<file path="config.mk">
export PLATFORM = sky130hd
export DESIGN_NAME = mainControl
export DESIGN_NICKNAME = d
export VERILOG_FILES = /design/src/rtl/controlPkg.sv /design/src/rtl/controlRegs.sv /design/src/rtl/instrDecoder.sv /design/src/rtl/mainControl.sv /design/src/rtl/phaseSequencer.sv
export SDC_FILE = /design/constraint.sdc
export NUM_CORES = 1
export LEC_CHECK = 0
export BUFFER_PORTS_ARGS = -buffer_cell sky130_fd_sc_hd__buf_2
export CAP_MARGIN = 5
export CORE_ASPECT_RATIO = 2
export CORE_MARGIN = 3
export CORE_UTILIZATION = 50
export DETAILED_ROUTE_END_ITERATION = 8
export PLACE_DENSITY = 0.74
export SETUP_SLACK_MARGIN = 0.5
export SLEW_MARGIN = 20
export SYNTH_ARGS = -nofsm -noshare
export SYNTH_HDL_FRONTEND = slang
export SYNTH_SLANG_ARGS = --single-unit
</file>
<file path="constraint.sdc">
create_clock -name clk -period 2.3 [get_ports clk]
set_clock_uncertainty 0.05 [all_clocks]
set_input_delay 0.46 -clock clk [delete_from_list [all_inputs] [get_ports clk]]
set_output_delay 0.46 -clock clk [all_outputs]
set_load 0.05 [all_outputs]
</file>
<file path="src/rtl/controlPkg.sv">
`default_nettype none

package controlPkg;

    localparam int opcodeWidth = 6;
    localparam int funcWidth   = 6;
    localparam int aluOpWidth  = 4;
    localparam int phaseWidth  = 4;

    typedef enum logic [opcodeWidth-1:0] {
        opAluReg    = 6'd0,
        opLogicReg  = 6'd1,
        opUnaryReg  = 6'd2,
        opShiftReg  = 6'd3,
        opAddImm    = 6'd4,
        opSubImm    = 6'd5,
        opLogicImmA = 6'd6,
        opLogicImmB = 6'd7,
        opLogicImmC = 6'd8,
        opLoadImm   = 6'd9,
        opShiftImmA = 6'd10,
        opShiftImmB = 6'd11,
        opShiftImmC = 6'd12,
        opLoad      = 6'd13,
        opStore     = 6'd14,
        opLoadSp    = 6'd15,
        opStorePc   = 6'd16,
        opMove      = 6'd17,
        opPush      = 6'd18,
        opPop       = 6'd19,
        opJump      = 6'd20,
        opBranch    = 6'd21,
        opCall      = 6'd22,
        opReturn    = 6'd23,
        opJumpReg   = 6'd24,
        opNop       = 6'd25
    } opcodeT;

    typedef logic [funcWidth-1:0] funcT;

    typedef enum logic [aluOpWidth-1:0] {
        aluAdd    = 4'd0,
        aluSub    = 4'd1,
        aluCmp    = 4'd2,
        aluShiftA = 4'd3,
        aluShiftB = 4'd4,
        aluLogicA = 4'd5,
        aluUnary  = 4'd6,
        aluLogicB = 4'd7,
        aluLogicC = 4'd8,
        aluShiftC = 4'd9
    } aluOpT;

    typedef enum logic [1:0] {rdNone = 2'd0, rdStack = 2'd1, rdOne = 2'd2, rdTwo = 2'd3} readRegT;

    typedef enum logic [1:0] {spHold = 2'd0, spInc = 2'd1, spDec = 2'd2, spLoad = 2'd3} stackOpT;

    typedef enum logic [1:0] {memIdle = 2'd0, memWrite = 2'd1, memRead = 2'd2} memOpT;

    typedef enum logic [2:0] {
        brNone   = 3'd0,
        brJump   = 3'd1,
        brCond   = 3'd2,
        brCall   = 3'd3,
        brReturn = 3'd4,
        brReg    = 3'd5
    } branchT;

    // Eight-cycle instruction sequence
    typedef enum logic [phaseWidth-1:0] {
        phFetch     = 4'd0,
        phWait      = 4'd1,
        phRead      = 4'd2,
        phOperand   = 4'd3,
        phExecute   = 4'd4,
        phMemory    = 4'd5,
        phWriteback = 4'd6,
        phDone      = 4'd15
    } phaseT;

endpackage

`default_nettype wire

</file>
<file path="src/rtl/controlRegs.sv">
`timescale 1ns/1ps
`default_nettype none

module controlRegs (
    input  logic                clk,
    input  logic                rst,
    input  controlPkg::phaseT   phase,
    input  controlPkg::opcodeT  opcode,
    input  controlPkg::funcT    func,
    input  controlPkg::readRegT decReadReg,
    input  controlPkg::stackOpT decStackOp,
    input  controlPkg::branchT  decBranch,
    input  logic                decMuxA1,
    input  logic                decMuxA2,
    input  controlPkg::aluOpT   decAluOp,
    input  logic                decMuxWb,
    input  controlPkg::memOpT   decMemOp,
    input  logic                decMuxMemWrite,
    input  logic                decWReg,
    output controlPkg::opcodeT  curOpcode,
    output controlPkg::funcT    curFunc,
    output controlPkg::readRegT readReg,
    output controlPkg::stackOpT stackOp,
    output controlPkg::branchT  branch,
    output logic                muxA1,
    output logic                muxA2,
    output controlPkg::aluOpT   aluOp,
    output logic                muxWb,
    output controlPkg::memOpT   memOp,
    output logic                muxMemWrite,
    output logic                wReg
);
    import controlPkg::*;

    opcodeT capOpcode;
    funcT   capFunc;

    always_ff @(posedge clk) begin
        if (phase == phRead) begin
            capOpcode <= opcode;
            capFunc   <= func;
        end
    end

    // Decoder sees the live pair in phRead, the captured one after
    always_comb begin
        if (phase == phRead) begin
            curOpcode = opcode;
            curFunc   = func;
        end else begin
            curOpcode = capOpcode;
            curFunc   = capFunc;
        end
    end

    always_ff @(posedge clk) begin
        if (rst || phase == phDone) begin
            readReg     <= rdNone;
            stackOp     <= spHold;
            branch      <= brNone;
            muxA1       <= 1'b0;
            muxA2       <= 1'b0;
            aluOp       <= aluAdd;
            muxWb       <= 1'b0;
            memOp       <= memIdle;
            muxMemWrite <= 1'b0;
            wReg        <= 1'b0;
        end else begin
            case (phase)
                phRead: begin
                    readReg <= decReadReg;
                    stackOp <= decStackOp;
                    branch  <= decBranch;
                end
                phOperand: begin
                    muxA1 <= decMuxA1;
                    muxA2 <= decMuxA2;
                end
                phExecute:   aluOp <= decAluOp;
                phMemory: begin
                    muxWb       <= decMuxWb;
                    memOp       <= decMemOp;
                    muxMemWrite <= decMuxMemWrite;
                end
                phWriteback: wReg <= decWReg;
                default: begin
                end
            endcase
        end
    end

endmodule

`default_nettype wire

</file>
<file path="src/rtl/instrDecoder.sv">
`timescale 1ns/1ps
`default_nettype none

module instrDecoder (
    input  controlPkg::opcodeT  opcode,
    input  controlPkg::funcT    func,
    output controlPkg::readRegT readReg,
    output controlPkg::stackOpT stackOp,
    output controlPkg::branchT  branch,
    output logic                muxA1,
    output logic                muxA2,
    output controlPkg::aluOpT   aluOp,
    output logic                muxWb,
    output controlPkg::memOpT   memOp,
    output logic                muxMemWrite,
    output logic                wReg
);
    import controlPkg::*;

    aluOpT aluSel;
    logic  regHit;

    // ALU operation of the register and immediate ALU forms
    always_comb begin
        regHit = 1'b1;
        aluSel = aluAdd;
        case (opcode)
            opAluReg: begin
                case (func)
                    6'd0: aluSel = aluAdd;
                    6'd1: aluSel = aluSub;
                    default: regHit = 1'b0;
                endcase
            end
            opLogicReg: begin
                case (func)
                    6'd0: aluSel = aluLogicA;
                    6'd1: aluSel = aluLogicB;
                    6'd2: aluSel = aluLogicC;
                    default: regHit = 1'b0;
                endcase
            end
            opUnaryReg: begin
                if (func == 6'd0) begin
                    aluSel = aluUnary;
                end else begin
                    regHit = 1'b0;
                end
            end
            opShiftReg: begin
                case (func)
                    6'd0: aluSel = aluShiftA;
                    6'd1: aluSel = aluShiftC;
                    6'd2: aluSel = aluShiftB;
                    default: regHit = 1'b0;
                endcase
            end
            opSubImm:    aluSel = aluSub;
            opLogicImmA: aluSel = aluLogicA;
            opLogicImmB: aluSel = aluLogicB;
            opLogicImmC: aluSel = aluLogicC;
            opLoadImm:   aluSel = aluUnary;
            opShiftImmA: aluSel = aluShiftA;
            opShiftImmB: aluSel = aluShiftC;
            opShiftImmC: aluSel = aluShiftB;
            default:     regHit = 1'b0;
        endcase
    end

    always_comb begin
        readReg     = rdNone;
        stackOp     = spHold;
        branch      = brNone;
        muxA1       = 1'b0;
        muxA2       = 1'b0;
        aluOp       = aluAdd;
        muxWb       = 1'b0;
        memOp       = memIdle;
        muxMemWrite = 1'b0;
        wReg        = 1'b0;
        case (opcode)
            opAluReg, opLogicReg, opUnaryReg, opShiftReg: begin
                if (regHit) begin
                    // Unary form has a single source register
                    if (opcode == opUnaryReg) begin
                        readReg = rdOne;
                    end else begin
                        readReg = rdTwo;
                    end
                    aluOp = aluSel;
                    wReg  = 1'b1;
                end
            end
            opAddImm, opSubImm, opLogicImmA, opLogicImmB, opLogicImmC,
            opLoadImm, opShiftImmA, opShiftImmB, opShiftImmC: begin
                // Load-immediate needs no source register
                if (opcode != opLoadImm) begin
                    readReg = rdOne;
                end
                muxA2 = 1'b1;
                aluOp = aluSel;
                wReg  = 1'b1;
            end
            opLoad: begin
                readReg = rdOne;
                muxA2   = 1'b1;
                muxWb   = 1'b1;
                memOp   = memRead;
                wReg    = 1'b1;
            end
            opStore: begin
                readReg = rdTwo;
                muxA2   = 1'b1;
                memOp   = memWrite;
            end
            opLoadSp: begin
                readReg = rdOne;
                stackOp = spLoad;
                muxA2   = 1'b1;
                memOp   = memRead;
            end
            opStorePc: begin
                readReg     = rdOne;
                muxA2       = 1'b1;
                memOp       = memWrite;
                muxMemWrite = 1'b1;
            end
            opMove: begin
                readReg = rdTwo;
                wReg    = 1'b1;
            end
            opPush: begin
                readReg = rdStack;
                stackOp = spDec;
                muxA1   = 1'b1;
                memOp   = memWrite;
            end
            opPop: begin
                stackOp = spInc;
                muxA1   = 1'b1;
                muxA2   = 1'b1;
                muxWb   = 1'b1;
                memOp   = memRead;
                wReg    = 1'b1;
            end
            opJump: begin
                if (func == 6'd0) begin
                    branch = brJump;
                end
            end
            // Condition code sits in func, so every func is a branch
            opBranch: begin
                readReg = rdOne;
                branch  = brCond;
                aluOp   = aluCmp;
            end
            opCall: begin
                if (func == 6'd0) begin
                    stackOp     = spDec;
                    branch      = brCall;
                    muxA1       = 1'b1;
                    memOp       = memWrite;
                    muxMemWrite = 1'b1;
                end
            end
            opReturn: begin
                if (func == 6'd0) begin
                    stackOp = spInc;
                    branch  = brReturn;
                    muxA1   = 1'b1;
                    muxA2   = 1'b1;
                    memOp   = memRead;
                end
            end
            opJumpReg: begin
                if (func == 6'd0) begin
                    branch = brReg;
                end
            end
            // Nop and unknown pairs leave every control at zero
            default: begin
            end
        endcase
    end

endmodule

`default_nettype wire

</file>
<file path="src/rtl/mainControl.sv">
`timescale 1ns/1ps
`default_nettype none

module mainControl (
    input  logic                clk,
    input  logic                rst,
    input  controlPkg::opcodeT  opcode,
    input  controlPkg::funcT    func,
    output controlPkg::readRegT readReg,
    output controlPkg::stackOpT stackOp,
    output controlPkg::branchT  branch,
    output logic                muxA1,
    output logic                muxA2,
    output controlPkg::aluOpT   aluOp,
    output logic                muxWb,
    output controlPkg::memOpT   memOp,
    output logic                muxMemWrite,
    output logic                wReg,
    output logic                updatePC
);
    import controlPkg::*;

    phaseT   phase;
    opcodeT  curOpcode;
    funcT    curFunc;
    readRegT decReadReg;
    stackOpT decStackOp;
    branchT  decBranch;
    logic    decMuxA1;
    logic    decMuxA2;
    aluOpT   decAluOp;
    logic    decMuxWb;
    memOpT   decMemOp;
    logic    decMuxMemWrite;
    logic    decWReg;

    phaseSequencer u_sequencer (
        .clk      (clk),
        .rst      (rst),
        .phase    (phase),
        .updatePC (updatePC)
    );

    instrDecoder u_decoder (
        .opcode      (curOpcode),
        .func        (curFunc),
        .readReg     (decReadReg),
        .stackOp     (decStackOp),
        .branch      (decBranch),
        .muxA1       (decMuxA1),
        .muxA2       (decMuxA2),
        .aluOp       (decAluOp),
        .muxWb       (decMuxWb),
        .memOp       (decMemOp),
        .muxMemWrite (decMuxMemWrite),
        .wReg        (decWReg)
    );

    controlRegs u_regs (
        .clk            (clk),
        .rst            (rst),
        .phase          (phase),
        .opcode         (opcode),
        .func           (func),
        .decReadReg     (decReadReg),
        .decStackOp     (decStackOp),
        .decBranch      (decBranch),
        .decMuxA1       (decMuxA1),
        .decMuxA2       (decMuxA2),
        .decAluOp       (decAluOp),
        .decMuxWb       (decMuxWb),
        .decMemOp       (decMemOp),
        .decMuxMemWrite (decMuxMemWrite),
        .decWReg        (decWReg),
        .curOpcode      (curOpcode),
        .curFunc        (curFunc),
        .readReg        (readReg),
        .stackOp        (stackOp),
        .branch         (branch),
        .muxA1          (muxA1),
        .muxA2          (muxA2),
        .aluOp          (aluOp),
        .muxWb          (muxWb),
        .memOp          (memOp),
        .muxMemWrite    (muxMemWrite),
        .wReg           (wReg)
    );

endmodule

`default_nettype wire

</file>
<file path="src/rtl/phaseSequencer.sv">
`timescale 1ns/1ps
`default_nettype none

module phaseSequencer (
    input  logic              clk,
    input  logic              rst,
    output controlPkg::phaseT phase,
    output logic              updatePC
);
    import controlPkg::*;

    phaseT nextPhase;

    always_comb begin
        case (phase)
            phFetch:     nextPhase = phWait;
            phWait:      nextPhase = phRead;
            phRead:      nextPhase = phOperand;
            phOperand:   nextPhase = phExecute;
            phExecute:   nextPhase = phMemory;
            phMemory:    nextPhase = phWriteback;
            phWriteback: nextPhase = phDone;
            // phDone, and any stray code, restarts the sequence
            default:     nextPhase = phFetch;
        endcase
    end

    always_ff @(posedge clk) begin
        if (rst) begin
            phase    <= phFetch;
            updatePC <= 1'b0;
        end else begin
            phase <= nextPhase;
            // Pulse covers fetch and wait of the next instruction
            if (phase == phDone) begin
                updatePC <= 1'b1;
            end else if (phase == phWait) begin
                updatePC <= 1'b0;
            end
        end
    end

endmodule

`default_nettype wire

</file>
==> impl_metrics.ini <==
[outcome]
status = complete, but fails checks
violations = setup timing

[detailed_routing]
wl_met2_um = 4750
drt_first_iter_violations = 199
wl_met3_um = 628
first_pass_iters = 5
top_layer_used = met4
via_per_inst = 6.70
drc = 0
wirelength_met1_um = 3100
drt_wl_total_um = 9300
post_drt_wl_per_cell_um = 21.3
antenna_left = 0
vias = 2920

[clock_tree]
worstSkewPairLatency_ns = 0.29
clkTransAtPathRegs_ns = 0.08
hold_buffers = 0
clock-root-buffer = clkbuf_8
cts_sinks = 35
h-tree-depth = 2
cts_buffers = 5
cts_buffer_depth = 2
tritoncts = yes

[logic_synthesis]
synth.ff_latch_count = 35
synth.largest_area_cell = dfxtp_1
yosys_warnings = 0
avgSynthCellArea_um2 = 7.90
async_flop_share_pct = 0
ys_types = 66
ys_seq_area_share_pct = 29.8
syn_nets = 312
synth_area_leaders = dfxtp_1 (30%), nand2_1 (4.6%), mux2i_1 (4.3%)
synth_edf_count = 0
synth_top_area_share_pct = 29.8
netlist_area_um2 = 2350
synth-main-ff-cell = dfxtp_1
synthCells = 298

[timing]
maxSlewViolCount = 0
finalCriticalPeriod_ns = 2.37
finalWorstSetupSlack_ns = -0.0654
tightest_slew_ns = 0.762
finalHoldViolations = 0
grt_setup_unrepaired = yes
relSlewSlack_pct = 49.1
worst_hold_slack_ns = 0.380
fin_crit_sh_pct = 103
max_freq_mhz = 423
setup_viol = 6

[grt]
gr-total-overflow = 0
grt_max_degree = 14
track_usage_pct = 33.9
grt_pass1_wl_um = 13700
grt_pass1_vias = 2707
antenna_found_initial = 0

[critical_path]
cp_slowest_cell = dfxtp_1
path_delay_family = compound AO/OA/AOI/OAI gates
required_ns = 2.49
timing.rr.end = u_regs.aluOp[2]$_SDFFE_PP0P_
path_buf_inv = 3
end_kind = flip-flop
critPathKind = flip-flop to flip-flop
r2r_slack_ns = -0.07
max_stage_delay_ns = 0.46
arrival_ns = 2.55
worstPathMaxFanout = 12
r2r_cells = 9
path_cells = nor4b_4, buf_4, buf_12, buf_4, nor4b_1, a41oi_1, o32a_1, o2111ai_2, a32o_1
critPathMostFrequentCell = buf_4
setup.worst_path.start_class = flip-flop
r2r_start = u_sequencer.phase[0]$_SDFF_PP0_
startpoint = u_sequencer.phase[0]$_SDFF_PP0_

[run]
cap_violations = 0

[min_path]
hold_path_class = primary input to flip-flop
min_to = u_regs.capFunc[1]$_DFF_P_
hold_path_depth = 3
worstHoldStart = func[1]

[final_layout]
nFillCells = 317
final_area_um2 = 3350
antenna_cells = 0
drive_gt1_share_pct = 40.6
layout.nets = 395
postLayoutCoreUtil_pct = 75.6
area_delta_synth_final_pct = 42.2

[floorplan]
dieArea_um2 = 5620
io_pins = 33
die_h_um = 103
start_util_pct = 53.2
core-area_um2 = 4420
dieWidth_um = 54.5
rows = 34

[power_and_ir_drop]
p_leak_uw = 0.00136
power_density_nw_per_um2 = 863
ir_drop_v = 0.000755

[place]
place_hpwl_um = 6290
io_buffers = 32
place_area_um2 = 2940
place_congestion = 1.04
## layout by cell type, fill, tap and decap left out, types with 4 or more instances in the layout
cell and instances:
a21oi_1 13, a21oi_2 4, a22oi_1 4, and3_1 5, buf_2 32, buf_4 60
buf_6 4, clkbuf_8 5, dfxtp_1 31, mux2i_1 7, nand2_1 28, nand2b_1 10
nand3_1 11, nor2_1 23, nor2b_1 5, nor3_1 13, nor3b_1 4, nor4_1 9
o21ai_0 8, o21ai_1 5
## flip-flops by register name (all words and copies together) (netlist names)
register,flops
u_regs.readReg,2
u_regs.aluOp,4
u_regs.muxMemWrite,1
u_regs.capFunc,6
u_regs.muxA2,1
u_regs.muxWb,1
u_regs.muxA1,1
u_sequencer.phase,4
u_regs.branch,3
u_regs.stackOp,2
u_regs.wReg,1
u_sequencer.updatePC,1
u_regs.memOp,2
u_regs.capOpcode,6
## what timing repair did
item                                    4_1_cts  5_1_grt
resized for setup                            17       28
endpoints found under the setup margin       18       18
buffers inserted                              4        5
gates cloned                                  1        1
pin swaps                                    16       18
hold endpoints to repair                      0        0
## cells by family after synthesis
logic type / share of synthesized area, %
AND/OR/NAND/NOR: 32.8
AO/OA/AOI/OAI: 24.0
flip-flops: 29.8
buffers and inverters: 6.49
multiplexers: 6.17
XOR/XNOR: 0.744
## worst max-delay path by stage
stage / end / slack, ns / cells past startpoint
floorplan: u_regs.readReg[0]$_SDFFE_PP0P_ / -0.04 / 7
global placement: u_regs.aluOp[1]$_SDFFE_PP0P_ / -0.09 / 8
detailed placement: u_regs.aluOp[2]$_SDFFE_PP0P_ / -0.13 / 7
CTS: u_regs.muxA1$_SDFFE_PP0P_ / 0.008 / 8
global route: u_regs.memOp[1]$_SDFFE_PP0P_ / -0.16 / 10
finish: u_regs.aluOp[2]$_SDFFE_PP0P_ / -0.07 / 9
## final cells by class
class / instances / area (um^2) / share of cell area (%)
flip-flops and latches: 35 / 711 / 21.2
repair buffers: 100 / 736 / 22.0
well taps: 54 / 67.6 / 2.02
multi-input cells: 232 / 1690 / 50.6
clock inverters: 3 / 43.8 / 1.31
inverters: 7 / 27.5 / 0.823
clock buffers: 5 / 68.8 / 2.06
## synth_stat cells (2+ instances only)
| library cell | count |
|---|---|
| a21oi_2 | 2 |
| buf_2 | 5 |
| nor4b_1 | 3 |
| a21oi_1 | 18 |
| nor2_1 | 25 |
| a21o_1 | 2 |
| a2111o_1 | 2 |
| nor3_1 | 14 |
| o31a_1 | 3 |
| mux2i_1 | 10 |
| nor4_1 | 11 |
| nor2b_1 | 5 |
| a41oi_1 | 3 |
| a211oi_1 | 3 |
| nand3_1 | 13 |
| and3_1 | 5 |
| nor3b_1 | 4 |
| o21ai_1 | 6 |
| nand2b_1 | 10 |
| nand2_1 | 29 |
| or4_1 | 3 |
| buf_1 | 2 |
| or3_1 | 2 |
| o21ai_0 | 9 |
| a22oi_1 | 4 |
| o22ai_1 | 3 |
| and2_1 | 2 |
| clkbuf_1 | 14 |
| a31oi_1 | 2 |
| a32o_1 | 3 |
| inv_2 | 2 |
| buf_6 | 3 |
| inv_1 | 4 |
| dfxtp_1 | 35 |
| o2111ai_1 | 4 |
| o31ai_1 | 3 |
## worst register-to-register path, delay by kind of cell, from the launching register on
family	cells	cell delay, ns
buffers and inverters	3	0.48
flip-flops	1	0.46
AO/OA/AOI/OAI	4	0.93
AND/OR/NAND/NOR	2	0.40
## report_power, final
| group | internal (uW) | switching, uW | leakage (uW) |
|---|---|---|---|
| Sequential | 703 | 155 | 0.000289 |
| Clock | 323 | 242 | 0.0000581 |
| Combinational | 649 | 815 | 0.00101 |
| Total | 1670 | 1210 | 0.00136 |
## through the flow
step,worst slack (ns),setup TNS [ns],instances,power (uW)
floorplan,-0.0398,-0.0780,298,1560
global placement,-0.0944,-0.368,417,2050
detailed placement,-0.135,-0.867,417,2060
CTS,0.00755,0,430,2690
global route,-0.157,-0.856,436,3010
finish,-0.0654,-0.133,436,2890
## metal layers
layer,global-route usage [%],up-vias
met2,57.9,180
li1,-,1288
met3,6.51,78
met5,0,-
met1,33.7,1374
met4,27.1,0
Note: power is estimated with default switching activity, not from simulation.
